File: config.mk
export PLATFORM = sky130hd
export DESIGN_NAME = noc_route_top
export DESIGN_NICKNAME = d
export VERILOG_FILES = /design/src/hw/noc_route_pkg.sv /design/src/hw/route_compute.sv /design/src/hw/route_sequencer.sv /design/src/hw/route_datapath.sv /design/src/hw/route_config_regs.sv /design/src/hw/noc_route_top.sv
export VERILOG_INCLUDE_DIRS = /design/src /design/src/include
export SDC_FILE = /design/constraint.sdc
export NUM_CORES = 1
export LEC_CHECK = 0
export ABC_AREA = 1
export BUFFER_PORTS_ARGS = -buffer_cell sky130_fd_sc_hd__buf_4
export CORE_MARGIN = 2
export CORE_UTILIZATION = 45
export CTS_CLUSTER_DIAMETER = 40
export DETAILED_ROUTE_END_ITERATION = 8
export PLACE_DENSITY = 0.7
export SYNTH_ARGS = -nofsm -noshare
export SYNTH_HDL_FRONTEND = slang
export SYNTH_SLANG_ARGS = --single-unit
File: constraint.sdc
create_clock -name clk -period 2.08 [get_ports clk]
set_input_delay 0.416 -clock clk [delete_from_list [all_inputs] [get_ports clk]]
set_output_delay 0.416 -clock clk [all_outputs]
set_load 0.1 [all_outputs]
File: src/include/noc_route_params.svh
`ifndef NOC_ROUTE_PARAMS_SVH
`define NOC_ROUTE_PARAMS_SVH

// serial link, one flit per cycle
`define NR_FLIT_W 4

// full source-route header
`define NR_HDR_W 16

// output port number, consumed from the header low bits at each hop
`define NR_PORT_W 3

// apb byte address and data bus
`define NR_APB_AW 4
`define NR_APB_DW 32

// event counters
`define NR_CNT_W 16

`endif

File: src/hw/noc_route_pkg.sv
`default_nettype none

`include "noc_route_params.svh"

package noc_route_pkg;

    localparam int FLIT_W = `NR_FLIT_W;
    localparam int HDR_W = `NR_HDR_W;
    localparam int PORT_W = `NR_PORT_W;
    localparam int NUM_PORTS = 1 << PORT_W;
    localparam int FLITS_PER_HDR = HDR_W / FLIT_W;
    localparam int APB_AW = `NR_APB_AW;
    localparam int APB_DW = `NR_APB_DW;
    localparam int CNT_W = `NR_CNT_W;

    typedef logic [FLIT_W-1:0] flit_t;
    typedef logic [HDR_W-1:0] route_hdr_t;
    typedef logic [PORT_W-1:0] port_id_t;
    typedef logic [NUM_PORTS-1:0] port_mask_t;
    typedef logic [CNT_W-1:0] count_t;

    // steering from the register block
    typedef struct packed {
        port_mask_t port_enable;
        port_id_t fallback_port;
    } route_cfg_t;

    // one-cycle pulses back to the counters
    typedef struct packed {
        logic routed;
        logic redirected;
    } route_event_t;

    // datapath strobes, at most one per cycle
    typedef struct packed {
        logic shift_in;
        logic load_route;
        logic shift_out;
    } seq_ctrl_t;

    typedef enum logic [2:0] {
        IDLE,
        COLLECT,
        ROUTE,
        SEND,
        HOLD
    } seq_state_t;

endpackage

`default_nettype wire

File: src/hw/route_compute.sv
`timescale 1ns/1ns
`default_nettype none

module route_compute
    import noc_route_pkg::*;
(
    input  route_hdr_t hdr,
    output port_id_t   hop_port,
    output route_hdr_t next_hdr
);

    // source routing: each hop eats the low port field of the header
    // and hands the rest on to the next router

    port_id_t   hop_field;
    route_hdr_t remaining;

    always_comb
    begin
        hop_field = hdr[PORT_W-1:0];
        // zeros fill from the top as the route gets shorter
        remaining = hdr >> PORT_W;
    end

    assign hop_port = hop_field;
    assign next_hdr = remaining;

endmodule

`default_nettype wire

File: src/hw/route_sequencer.sv
`timescale 1ns/1ns
`default_nettype none

module route_sequencer
    import noc_route_pkg::*;
(
    input  logic      clk,
    input  logic      reset,
    input  logic      compute_address,
    input  logic      stall,
    output seq_ctrl_t ctrl,
    output logic      current_address_ready,
    output logic      next_address_ready,
    output logic      send_finish
);

    localparam int CNT_BITS = $clog2(FLITS_PER_HDR);
    localparam logic [CNT_BITS-1:0] LAST_FLIT = CNT_BITS'(FLITS_PER_HDR - 1);

    seq_state_t state;
    seq_state_t state_next;

    // shared by collect and send, wraps back to zero after the last flit
    logic [CNT_BITS-1:0] flit_cnt;

    logic sending;
    logic last_flit;

    assign sending = (state == SEND) || (state == HOLD);
    assign last_flit = (flit_cnt == LAST_FLIT);

    // the first flit is taken in the same cycle as compute_address
    always_comb
    begin
        ctrl.shift_in = ((state == IDLE) && compute_address) || (state == COLLECT);
        ctrl.load_route = (state == ROUTE);
        ctrl.shift_out = sending && !stall;
    end

    assign current_address_ready = (state == ROUTE);
    assign next_address_ready = sending;
    assign send_finish = ctrl.shift_out && last_flit;

    always_comb
    begin
        state_next = state;
        unique case (state)
            IDLE:
            begin
                if (compute_address)
                    state_next = COLLECT;
            end
            COLLECT:
            begin
                // stall does not apply while collecting
                if (last_flit)
                    state_next = ROUTE;
            end
            ROUTE:
            begin
                state_next = SEND;
            end
            SEND, HOLD:
            begin
                if (stall)
                    state_next = HOLD;
                else if (last_flit)
                    state_next = IDLE;
                else
                    state_next = SEND;
            end
            default:
            begin
                state_next = IDLE;
            end
        endcase
    end

    always_ff @(posedge clk)
    begin
        if (reset)
        begin
            state <= IDLE;
            flit_cnt <= '0;
        end
        else
        begin
            state <= state_next;
            if (ctrl.shift_in || ctrl.shift_out)
                flit_cnt <= flit_cnt + 1'b1;
        end
    end

    a_one_strobe: assert property (@(posedge clk) disable iff (reset)
        $onehot0({ctrl.shift_in, ctrl.load_route, ctrl.shift_out}));

    a_finish_in_send: assert property (@(posedge clk) disable iff (reset)
        send_finish |-> next_address_ready);

endmodule

`default_nettype wire

File: src/hw/route_datapath.sv
`timescale 1ns/1ns
`default_nettype none

module route_datapath
    import noc_route_pkg::*;
(
    input  logic         clk,
    input  logic         reset,
    input  seq_ctrl_t    ctrl,
    input  route_cfg_t   cfg,
    input  flit_t        address_flit_in,
    input  port_id_t     hop_port,
    input  route_hdr_t   next_hdr,
    output route_hdr_t   cur_hdr,
    output port_id_t     destination_port,
    output flit_t        next_address_flit,
    output route_event_t route_event
);

    route_hdr_t in_hdr;
    route_hdr_t out_hdr;
    logic       redirect;
    port_id_t   port_sel;

    // a disabled port falls back to the configured port
    assign redirect = !cfg.port_enable[hop_port];
    assign port_sel = redirect ? cfg.fallback_port : hop_port;

    // new flit enters at the top, first flit ends up lowest
    always_ff @(posedge clk)
    begin
        if (ctrl.shift_in)
            in_hdr <= {address_flit_in, in_hdr[HDR_W-1:FLIT_W]};
    end

    assign cur_hdr = in_hdr;

    // outgoing header, lowest flit always on the link
    always_ff @(posedge clk)
    begin
        if (ctrl.load_route)
            out_hdr <= next_hdr;
        else if (ctrl.shift_out)
            out_hdr <= {{FLIT_W{1'b0}}, out_hdr[HDR_W-1:FLIT_W]};
    end

    assign next_address_flit = out_hdr[FLIT_W-1:0];

    always_ff @(posedge clk)
    begin
        if (reset)
        begin
            destination_port <= '0;
            route_event <= '0;
        end
        else
        begin
            if (ctrl.load_route)
                destination_port <= port_sel;
            route_event.routed <= ctrl.load_route;
            route_event.redirected <= ctrl.load_route && redirect;
        end
    end

    // loaded port checked against the mask that was in force at the load
    a_port_legal: assert property (@(posedge clk) disable iff (reset)
        ctrl.load_route |=>
            (|($past(cfg.port_enable) & (port_mask_t'(1) << destination_port)))
            || (destination_port == $past(cfg.fallback_port)));

endmodule

`default_nettype wire

File: src/hw/route_config_regs.sv
`timescale 1ns/1ns
`default_nettype none

module route_config_regs
    import noc_route_pkg::*;
(
    input  logic              clk,
    input  logic              reset,
    input  logic              psel,
    input  logic              penable,
    input  logic              pwrite,
    input  logic [APB_AW-1:0] paddr,
    input  logic [APB_DW-1:0] pwdata,
    output logic [APB_DW-1:0] prdata,
    output logic              pready,
    output logic              pslverr,
    output route_cfg_t        cfg,
    input  route_event_t      route_event
);

    localparam logic [APB_AW-1:0] ADDR_PORT_ENABLE = APB_AW'(4'h0);
    localparam logic [APB_AW-1:0] ADDR_FALLBACK = APB_AW'(4'h4);
    localparam logic [APB_AW-1:0] ADDR_ROUTED = APB_AW'(4'h8);
    localparam logic [APB_AW-1:0] ADDR_REDIRECT = APB_AW'(4'hc);

    count_t routed_count;
    count_t redirect_count;
    logic   access;
    logic   mapped;
    logic   read_only;
    logic   write_en;

    assign access = psel && penable;
    assign mapped = (paddr == ADDR_PORT_ENABLE) || (paddr == ADDR_FALLBACK)
        || (paddr == ADDR_ROUTED) || (paddr == ADDR_REDIRECT);
    assign read_only = (paddr == ADDR_ROUTED) || (paddr == ADDR_REDIRECT);

    // no wait states
    assign pready = 1'b1;
    assign pslverr = access && (!mapped || (pwrite && read_only));
    assign write_en = access && pwrite && !pslverr;

    always_comb
    begin
        case (paddr)
            ADDR_PORT_ENABLE: prdata = APB_DW'(cfg.port_enable);
            ADDR_FALLBACK:    prdata = APB_DW'(cfg.fallback_port);
            ADDR_ROUTED:      prdata = APB_DW'(routed_count);
            ADDR_REDIRECT:    prdata = APB_DW'(redirect_count);
            default:          prdata = '0;
        endcase
    end

    always_ff @(posedge clk)
    begin
        if (reset)
        begin
            // all ports open after reset
            cfg.port_enable <= '1;
            cfg.fallback_port <= '0;
            routed_count <= '0;
            redirect_count <= '0;
        end
        else
        begin
            if (write_en && (paddr == ADDR_PORT_ENABLE))
                cfg.port_enable <= pwdata[NUM_PORTS-1:0];
            if (write_en && (paddr == ADDR_FALLBACK))
                cfg.fallback_port <= pwdata[PORT_W-1:0];
            // counters wrap
            if (route_event.routed)
                routed_count <= routed_count + 1'b1;
            if (route_event.redirected)
                redirect_count <= redirect_count + 1'b1;
        end
    end

    a_penable_with_psel: assert property (@(posedge clk) disable iff (reset)
        penable |-> psel);

endmodule

`default_nettype wire

File: src/hw/noc_route_top.sv
`timescale 1ns/1ns
`default_nettype none

module noc_route_top
    import noc_route_pkg::*;
(
    input  logic              clk,
    input  logic              reset,
    input  logic              compute_address,
    input  flit_t             address_flit_in,
    input  logic              stall,
    output port_id_t          destination_port,
    output flit_t             next_address_flit,
    output logic              current_address_ready,
    output logic              next_address_ready,
    output logic              send_finish,
    input  logic              psel,
    input  logic              penable,
    input  logic              pwrite,
    input  logic [APB_AW-1:0] paddr,
    input  logic [APB_DW-1:0] pwdata,
    output logic [APB_DW-1:0] prdata,
    output logic              pready,
    output logic              pslverr
);

    seq_ctrl_t    ctrl;
    route_cfg_t   cfg;
    route_event_t route_event;
    route_hdr_t   cur_hdr;
    route_hdr_t   next_hdr;
    port_id_t     hop_port;

    route_sequencer route_sequencer_i (
        .clk                   (clk),
        .reset                 (reset),
        .compute_address       (compute_address),
        .stall                 (stall),
        .ctrl                  (ctrl),
        .current_address_ready (current_address_ready),
        .next_address_ready    (next_address_ready),
        .send_finish           (send_finish)
    );

    route_datapath route_datapath_i (
        .clk               (clk),
        .reset             (reset),
        .ctrl              (ctrl),
        .cfg               (cfg),
        .address_flit_in   (address_flit_in),
        .hop_port          (hop_port),
        .next_hdr          (next_hdr),
        .cur_hdr           (cur_hdr),
        .destination_port  (destination_port),
        .next_address_flit (next_address_flit),
        .route_event       (route_event)
    );

    route_compute route_compute_i (
        .hdr      (cur_hdr),
        .hop_port (hop_port),
        .next_hdr (next_hdr)
    );

    route_config_regs route_config_regs_i (
        .clk         (clk),
        .reset       (reset),
        .psel        (psel),
        .penable     (penable),
        .pwrite      (pwrite),
        .paddr       (paddr),
        .pwdata      (pwdata),
        .prdata      (prdata),
        .pready      (pready),
        .pslverr     (pslverr),
        .cfg         (cfg),
        .route_event (route_event)
    );

endmodule

`default_nettype wire

==> results.ini, run 1 <==
[place]
dp_hpwl_microns=6156
place_ws_ns=0.1271
place_congestion=0.8532
io_buffers=49
dpl-instance-area_sq_um=4523

[cts]
cts_hold_buffers=0
clock_latency_ns=0.36
postCtsSetupBuffers=0
ctsResizeCount=0
htreeDepth=3
clkSinkCount=82
cts_made_buffers=9
cts-root-buf=clkbuf_8
cts_tree=yes
cts_buffer_depth=2
clk_pin_slew_ns=0.10

[critical_path]
cp-startpoint=paddr[1]
path_cells=buf_4 > nor2_4 > nand3_1 > clkinv_1 > nand2_1 > o2111ai_4 > buf_4
critPathLaunchType=input pin
worstPathRequired_ns=1.66
slowest_stage=buf_4
cp_max_fo=9
end_kind=output port
cp.arrival_ns=1.54
cp_common_cell=buf_4
worstReg2RegStart=route_config_regs_i.routed_count[0]
rr_worst_depth=8
criticalPathCategory=input pin to output port
crit_path_max_incr_delay_ns=0.32

[timing]
tns_ns=0
rsz0062_at_grt=no
finalSetupViolCount=0
period_needed_ns=1.953
final_min_period_over_clock_period=0.9392
worst_slack_ns=0.1265
hold_viol_final=0
fmax_ghz=0.5119
finClkSkew_ns=0.008940
finalMaxSlewViolations=0

[drt]
initialDrtViolationCount=129
wl_microns=8125
dr.pass1.iters=4
route.detailed.drc=0
vias=3254
via_per_inst=5.014
antenna_left=0
wl_per_cell_microns=12.52

[logic_synthesis]
syn_inst=485
ys_seq_area_frac=0.4949
synth_area_sq_um=3904
synth_ff_type=dfxtp_1
yosys_warnings=0
yosys_register_bits=82
netlist_top_cells_area=dfxtp_1, edfxtp_1, nand2_1
synth_area_per_cell_sq_um=8.049
yosysTopAreaCellShare=0.2718
synth_edf_count=29
yosysTopAreaCell=dfxtp_1
synth.distinct_cells=39
async_flop_share=0

[global_route]
grt_start_max_net_pins=23
antenna_found_initial=0
grt_overflow=0
grt_pass1_wl_microns=13890
grt_pass1_vias=3038
grt_usage=0.1791

[die]
start_util=0.4704
die_w_microns=97.14
die_h_microns=97.14
ioPinCount=91
coreArea_sq_um=8299
rows=33
fp.dieArea_sq_um=9436

[final_layout]
diodes=0
drive_gt1_frac=0.2243
syn2layout_area_growth_pct=21.79
utilization=0.5729
final_area_sq_um=4755
fin_nets=589

[power]
pwr-share-seq=0.464
switching_share=0.3523
comb_power_share=0.238
intPower_mw=2.927
pwr-share-clk=0.298
p_total_mw=4.519
p_switching_mw=1.592
peakVddDrop_mv=0.4586
power.density_nw_per_um2=950.4
p_leak_nw=1.993

[worst_hold_path]
hold_class=input pin to flip-flop
hold_path_depth=1
min_from=address_flit_in[3]

[outcome]
status=completed

[run]
drv_cap=0

## cell type report
cell class              instances  area, sq um
flip-flops and latches         82         1938
well taps                     105        131.4
clock buffers                   9        123.9
repair buffers                 59        455.4
fillers                       735         3545
inverters                      69        264.0
multi-input cells             318         1734
clock inverters                 7        107.6
## synthesized netlist by cell type (all sizes together), types with 3 or more instances
cell / instances
edfxtp: 29
nand2: 108
nor2: 48
o2111ai: 3
inv: 68
nand4: 5
a21oi: 32
ha: 3
o22ai: 9
nand3: 29
nor3: 13
o221ai: 5
o21ai: 35
dfxtp: 53
clkbuf: 4
buf: 27
## power by group through the flow
stage | clock network, mW | logic [mW] | registers [mW]
CTS | 1.37 | 1.09 | 2.10
floorplan | 0 | 0.808 | 2.19
detailed placement | 0 | 1.08 | 2.14
global placement | 0 | 1.06 | 2.12
finish | 1.35 | 1.08 | 2.10
global route | 1.44 | 1.17 | 2.14
## path summary, 6_finish.rpt
path                                                to  slack (ns)
setup / recovery                             prdata[1]        0.13
hold reg to reg            route_datapath_i.cur_hdr[5]        0.45
setup reg to reg  route_config_regs_i.routed_count[10]        0.52
hold / removal            route_datapath_i.cur_hdr[15]        0.22
## registers in the layout, summed over array words and instances, names as in the netlist
| signal | cells |
|---|---|
| route_sequencer_i.state | 3 |
| route_datapath_i.cur_hdr | 16 |
| route_datapath_i.destination_port | 3 |
| route_sequencer_i.flit_cnt | 2 |
| route_datapath_i.out_hdr | 13 |
| route_config_regs_i.routed_count | 16 |
| route_config_regs_i.cfg | 11 |
| route_datapath_i.route_event | 2 |
| route_config_regs_i.redirect_count | 16 |
## logic make-up (layout without fill, tap and decap cells)
group / after synthesis / after routing / share of synthesized area
AOI/OAI and AO/OA: 90 / 90 / 0.1330
xor gates and xnor gates: 2 / 2 / 0.004488
adders and majority gates: 3 / 3 / 0.009616
buffers and inverters: 100 / 144 / 0.1183
DFF: 82 / 82 / 0.4949
other: 2 / 17 / 0.001924
and+or+nand+nor: 206 / 206 / 0.2378
## worst max-delay path: cells and delay by family
family / cells / cell delay (ns)
AND/OR/NAND/NOR: 3 / 0.39
AO/OA/AOI/OAI: 1 / 0.12
buffers and inverters: 3 / 0.60
## cells in the final DEF, fill, tap and decap left out, types with 2 or more instances in the layout
cell type / netlist / layout
inv_4: 0 / 2
nor3_1: 12 / 12
nor2_1: 40 / 39
inv_1: 61 / 60
clkbuf_8: 0 / 9
o221ai_2: 0 / 3
o22ai_2: 0 / 8
inv_8: 0 / 2
dfxtp_1: 53 / 50
o21ai_1: 8 / 8
nor2_4: 5 / 6
inv_6: 0 / 2
nand2_1: 104 / 104
o2111ai_4: 0 / 3
dfxtp_2: 0 / 2
o21a_1: 2 / 2
edfxtp_1: 29 / 29
conb_1: 2 / 17
nand3_2: 2 / 2
a31oi_1: 2 / 2
o221ai_4: 0 / 2
nand4_1: 4 / 4
o21ai_0: 27 / 26
ha_1: 3 / 3
nand3_1: 27 / 27
buf_4: 22 / 58
nor2_2: 3 / 3
nand2_2: 4 / 4
inv_2: 7 / 6
bufinv_16: 0 / 2
a21oi_1: 30 / 30
## per-layer routing
metal | up-vias | GRT usage | part of all wire
li1 | 1673 | - | -
met1 | 1472 | 0.2366 | 0.48
met2 | 93 | 0.2842 | 0.44
met3 | 16 | 0.03669 | 0.054
met4 | 0 | 0.08017 | 0.024
met5 | - | 0 | 0
## metrics by stage
| stage | hold slack (ns) | std cells |
|---|---|---|
| 3_5_place_dp | 0.4354 | 633 |
| 2_1_floorplan | 0.4264 | 500 |
| 6_report | 0.2244 | 649 |
| 4_1_cts | 0.2137 | 649 |
| 5_1_grt | 0.2071 | 649 |
| 3_3_place_gp | 0.4265 | 633 |
(Power assumes the default switching activity.)
==> run 2, diff against run 1 <==
--- a/config.mk
+++ b/config.mk
@@ -12,7 +12,8 @@
 export CORE_UTILIZATION = 45
 export CTS_CLUSTER_DIAMETER = 40
 export DETAILED_ROUTE_END_ITERATION = 8
-export PLACE_DENSITY = 0.7
+export PLACE_DENSITY = 0.69
 export SYNTH_ARGS = -nofsm -noshare
 export SYNTH_HDL_FRONTEND = slang
+export SYNTH_HIERARCHICAL = 1
 export SYNTH_SLANG_ARGS = --single-unit
==> results.ini, run 2 <==
[outcome]
status=completed

[critical_path]
criticalPathCategory=input pin to output port
end_kind=output port
worstPathRequired_ns=1.66  ; about the same
cp-startpoint=paddr[1]
cp.arrival_ns=1.59  ; +0.05 ns
r2r_end=route_datapath_i/out_hdr[2]
rrSetupSlack_ns=0.30  ; -0.22 ns
worstReg2RegStart=route_sequencer_i/state[0]
cp_max_fo=6  ; -3
rr_worst_depth=4  ; -4
endpoint=prdata[0]
critPathLaunchType=input pin

[final_layout]
ff_latch_area_sq_um=2022  ; +4.3%
layout_common_cells=nand2_1, inv_1, nor2_1, buf_4, dfxtp_1
layout_commonest_cell=nand2_1
final_area_sq_um=5211  ; +9.6%
diodes=0  ; unchanged
syn2layout_area_growth_pct=18.76
nFillCells=937  ; +27%
utilization=0.5406  ; -0.03226
drive_gt1_frac=0.1984  ; -0.02589
multi_input_area_sq_um=1993  ; +15%
fin_nets=660  ; +12%

[logic_synthesis]
yosysMostFrequentCell=nand2_1
synth_area_per_cell_sq_um=7.658  ; -4.9%
synth_ff_type=dfxtp_1
yosys_warnings=6  ; +6
yosys_register_bits=85  ; +3.7%
netlist_top_cells_area=dfxtp_1, edfxtp_1, nand2_1
async_flop_share=0  ; unchanged
syn_inst=573  ; +18%
yosysTopAreaCellShare=0.2418  ; -0.02999
synth_area_sq_um=4388  ; +12%
ys_seq_area_frac=0.4608  ; -0.03408
synth_common_cells=nand2_1, inv_1, nor2_1
synth.distinct_cells=37  ; -5.1%
synth_edf_count=32  ; +10%
yosysTopAreaCell=dfxtp_1

[timing]
fmax_ghz=0.4976  ; -2.8%
finalMaxSlewViolations=0  ; unchanged
period_needed_ns=2.009  ; +0.05599 ns
hold_viol_final=0  ; unchanged
finClkSkew_ns=0.009945  ; +0.001004 ns
final_min_period_over_clock_period=0.9661  ; +0.02692
worst_slack_ns=0.07055  ; -0.05599 ns
hold_slack_ns=0.2337  ; +0.009317 ns
finalSetupViolCount=0  ; unchanged
rsz0062_at_grt=yes

[place]
dpl-instance-area_sq_um=4961  ; +9.7%
place_congestion=0.8179  ; -4.1%
place_ws_ns=0.01692  ; -0.1102 ns
dp_hpwl_microns=6511  ; +5.8%
io_buffers=49  ; unchanged

[global_route]
grt_start_max_net_pins=23  ; unchanged
antenna_found_initial=0  ; unchanged
grt_overflow=0  ; unchanged
grt_pass1_vias=3296  ; +8.5%
use_met3=0.03729  ; +0.0005975
grt_usage=0.1727  ; -0.006463
grt_use_met1=0.2000  ; -0.03659
grt_busiest_layer=met2
grt_pass1_wl_microns=14390  ; +3.6%
use_met2=0.3248  ; +0.04060

[die]
fp.dieArea_sq_um=10560  ; +12%
ioPinCount=91  ; unchanged
rows=36  ; +9.1%
start_util=0.4552  ; -0.01516
die_h_microns=102.7  ; +5.8%
coreArea_sq_um=9639  ; +16%
die_w_microns=102.7  ; +5.8%

[drt]
route.detailed.drc=0  ; unchanged
via_per_inst=4.698  ; -6.3%
initialDrtViolationCount=136  ; +5.4%
antenna_left=0  ; unchanged
dr.pass1.iters=4  ; unchanged
wl_per_cell_microns=11.52  ; -8.0%
wl_microns=8614  ; +6.0%
vias=3514  ; +8.0%

[worst_hold_path]
hold_class=input pin to flip-flop
hold_path_depth=1  ; unchanged

[power]
power.density_nw_per_um2=901.6  ; -5.1%
p_total_mw=4.698  ; +4.0%
peakVddDrop_mv=0.6689  ; +46%
p_leak_nw=2.212  ; +11%

[cts]
cts_buffer_depth=2  ; unchanged
clkSinkCount=85  ; +3.7%
htreeDepth=3  ; unchanged
clock_latency_ns=0.35  ; about the same
cts_made_buffers=9  ; unchanged
cts_tree=yes
clk_pin_slew_ns=0.09  ; about the same
cts-root-buf=clkbuf_8

[run]
drv_cap=0  ; unchanged

[run 2: cell count changes after synthesis, moves of 12 or more]
cell / change
inv_1: +12
nand3_1: +14
nand2_1: +38
nor2_1: +21
o21ai_0: -20
buf_4: +22
[run 2: final cells by class]
class,instances,area share
sequential,85,0.3880
clock inverter,7,0.01561
clock buffer,9,0.02377
timing repair buffer,63,0.1013
inverter,79,0.05690
multi-input combinational,372,0.3825
tap,133,0.03193
[run 2: cells by family (layout without fill, tap and decap cells)]
kind of cell | Yosys count | after routing | synth area share
AO/OA/AOI/OAI | 54 | 54 | 0.07243
adder cells (fa/ha/maj) | 3 | 3 | 0.008555
AND/OR/NAND/NOR | 293 | 293 | 0.2991
other | 3 | 20 | 0.002566
buffers and inverters | 133 | 158 | 0.1526
XOR/XNOR | 2 | 2 | 0.003993
flip-flops | 85 | 85 | 0.4608
[run 2: power by group]
group	leakage [nW]	switching, mW	internal, mW
combinational	1.37	0.947	0.325
sequential	0.736	0.153	2.07
clock	0.103	0.630	0.575
total	2.21	1.73	2.97
[run 2: layer usage]
metal / up-vias / routed length [microns]
met3: 5 / 261
met5: - / 0
met4: 0 / 51
met1: 1605 / 3786
li1: 1853 / -
met2: 51 / 4514
[run 2: worst min path at each step]
stage,endpoint,from
6_report,route_datapath_i/cur_hdr[15],address_flit_in[3]
3_3_place_gp,route_datapath_i/cur_hdr[9],route_datapath_i/cur_hdr[13]
5_1_grt,route_datapath_i/cur_hdr[15],address_flit_in[3]
3_5_place_dp,route_datapath_i/cur_hdr[7],route_datapath_i/cur_hdr[11]
2_1_floorplan,route_datapath_i/cur_hdr[0],route_datapath_i/cur_hdr[4]
4_1_cts,route_datapath_i/cur_hdr[15],address_flit_in[3]
[run 2: through the flow]
step	cells	TNS, ns
6_report	748	0
5_1_grt	748	-0.01863
4_1_cts	746	0
3_5_place_dp	730	0
3_3_place_gp	730	0
2_1_floorplan	590	-0.7445
[run 2: repair_timing]
item,in CTS,in global routing
gates resized for setup,1,7
buffers inserted,0,2
gates cloned,0,0
pin swaps,0,1
hold buffers,0,0
setup endpoints to repair,1,7
[run 2: worst max-delay path, cell delays in order]
cell,delay [ns]
buf_4,0.12
nor2_4,0.20
inv_2,0.08
nor3_4,0.22
buf_4,0.18
nand2_1,0.05
nand4_1,0.11
buf_8,0.21
==> run 3, diff against run 2 <==
--- a/config.mk
+++ b/config.mk
@@ -9,10 +9,11 @@
 export ABC_AREA = 1
 export BUFFER_PORTS_ARGS = -buffer_cell sky130_fd_sc_hd__buf_4
 export CORE_MARGIN = 2
-export CORE_UTILIZATION = 45
+export CORE_UTILIZATION = 55
 export CTS_CLUSTER_DIAMETER = 40
 export DETAILED_ROUTE_END_ITERATION = 8
-export PLACE_DENSITY = 0.69
+export PLACE_DENSITY = 0.81
+export RECOVER_POWER = 100
 export SYNTH_ARGS = -nofsm -noshare
 export SYNTH_HDL_FRONTEND = slang
 export SYNTH_HIERARCHICAL = 1
==> results.ini, run 3 (synthesis gave the netlist of run 2 again) <==
[cts]
clk_pin_slew_ns=0.10  ; about the same
clock_latency_ns=0.37  ; +0.02 ns
cts-root-buf=clkbuf_8
clkSinkCount=85  ; unchanged
cts_made_buffers=9  ; unchanged
cts_tree=yes
htreeDepth=3  ; unchanged
postCtsSetupBuffers=0  ; unchanged
cts_buffer_depth=2  ; unchanged

[drt]
initialDrtViolationCount=183  ; +35%
vias=3646  ; +3.8%
wl_per_cell_microns=12.21  ; +6.0%
wl_microns=8741  ; +1.5%
via_per_inst=5.092  ; +8.4%
route.detailed.drc=0  ; unchanged
dr.pass1.iters=5  ; +1
antenna_left=0  ; unchanged

[timing]
hold_slack_ns=0.2390  ; +0.005294 ns
finalMaxSlewViolations=0  ; unchanged
fmax_ghz=0.5005  ; +0.57%
finalSetupViolCount=0  ; unchanged
rsz0062_at_grt=no
finClkSkew_ns=0.01103  ; +0.001084 ns
slew_headroom=0.2986
worst_pin_slew_ns=1.052
final_min_period_over_clock_period=0.9606  ; -0.005446
period_needed_ns=1.998  ; -0.01133 ns
hold_viol_final=0  ; unchanged
worst_slack_ns=0.08188  ; +0.01133 ns

[final_layout]
layout_common_cells=nand2_1, inv_1, nor2_1, dfxtp_1, nand3_1
diodes=0  ; unchanged
fin_nets=659  ; -0.15%
ff_latch_area_sq_um=2022  ; unchanged
multi_input_area_sq_um=1959  ; -1.7%
syn2layout_area_growth_pct=15.40
drive_gt1_frac=0.1792  ; -0.01922
layout_commonest_cell=nand2_1
nFillCells=668  ; -29%

[global_route]
antenna_found_initial=0  ; unchanged
grt_overflow=0  ; unchanged
grt_usage=0.2160  ; +0.04332
grt_pass1_wl_microns=15010  ; +4.3%
grt_pass1_vias=3456  ; +4.9%
grt_start_max_net_pins=25  ; +8.7%

[place]
place_congestion=0.8608  ; +5.2%
dp_hpwl_microns=6459  ; -0.80%
place_ws_ns=0.07899  ; +0.06206 ns
io_buffers=49  ; unchanged

[power]
pwr-share-seq=0.485  ; +0.012
p_leak_nw=2.172  ; -1.8%
intPower_mw=2.818  ; -5.1%
comb_power_share=0.265  ; -0.006
pwr-share-clk=0.250  ; -0.006
power.density_nw_per_um2=906.5  ; +0.54%
peakVddDrop_mv=0.7465  ; +12%
switching_share=0.3860  ; +0.01779
p_switching_mw=1.772  ; +2.4%

[die]
die_h_microns=93.32  ; -9.2%
coreArea_sq_um=7727  ; -20%
die_w_microns=93.32  ; -9.2%
ioPinCount=91  ; unchanged
rows=32  ; -11%
fp.dieArea_sq_um=8709  ; -18%
start_util=0.5678  ; +0.1126

[critical_path]
worstPathRequired_ns=1.66  ; about the same
rr_worst_depth=3  ; -1
cp_max_fo=10  ; +4
crit_path_max_incr_delay_ns=0.39  ; +0.17 ns
path_buf_inv=1  ; -3
end_kind=output port
worstReg2RegStart=route_sequencer_i/state[0]
rrSetupSlack_ns=0.17  ; -0.13 ns
cp.arrival_ns=1.58  ; about the same
criticalPathCategory=flip-flop to output port
slowest_stage=dfxtp_1
critPathLaunchType=flip-flop
cpLargestDelayFamily=simple AND/OR/NAND/NOR gates
path_cells=or2_2 > nor2_4 > buf_6
r2r_end=route_datapath_i/out_hdr[1]

[worst_hold_path]
hold_class=input pin to flip-flop
min_from=address_flit_in[3]
hold_end=route_datapath_i/cur_hdr[15]
hold_path_depth=1  ; unchanged

[run]
drv_cap=0  ; unchanged

[outcome]
status=completed

run 3: cell count changes in the layout (fill, tap and decap cells not counted), sizes merged:
cell and delta:
buf -27, clkbuf +26, bufinv -1, clkinv +1
run 3: layout make-up:
cell class | instances | share of cell area
sequential | 85 | 0.3993
multi-input combinational | 372 | 0.3870
timing repair buffer | 62 | 0.09167
inverter | 79 | 0.05856
tap | 102 | 0.02520
clock buffer | 9 | 0.02446
clock inverter | 7 | 0.01384
run 3: per-stage QoR:
step           cells    util  power (mW)  setup TNS, ns  cell area (sq um)
2_1_floorplan    590       -       3.440        -0.7445               4716
3_3_place_gp     700  0.6380       3.468              0               4930
3_5_place_dp     700  0.6380       3.527              0               4930
4_1_cts          716  0.6635       4.676              0               5127
5_1_grt          716  0.6553       4.824              0               5064
6_report         716  0.6553       4.590              0               5064
run 3: metal layers:
layer,vias up,track usage,wire (microns)
met1,1680,0.2568,3685
met4,0,0.06863,172
met5,-,0,0
met2,96,0.3867,4474
li1,1854,-,-
met3,16,0.04754,408
run 3: worst max path at each step:
stage | from | endpoint | depth (start not counted)
floorplan | paddr[1] | prdata[0] | 6
detailed placement | paddr[1] | prdata[1] | 8
global route | paddr[1] | prdata[2] | 8
CTS | route_sequencer_i/state[0] | current_address_ready | 3
global placement | paddr[1] | prdata[1] | 8
finish | route_sequencer_i/state[0] | current_address_ready | 3
run 3: what timing repair did:
action                     in CTS  in global routing
resized for setup               1                  3
setup endpoints to repair       1                  3
hold buffers                    0                  0
run 3: power groups by stage:
stage | registers, mW | logic [mW] | clock network (mW)
2_1_floorplan | 2.29 | 1.15 | 0
3_3_place_gp | 2.25 | 1.22 | 0
3_5_place_dp | 2.27 | 1.26 | 0
4_1_cts | 2.23 | 1.27 | 1.18
5_1_grt | 2.26 | 1.32 | 1.24
6_report | 2.23 | 1.21 | 1.15
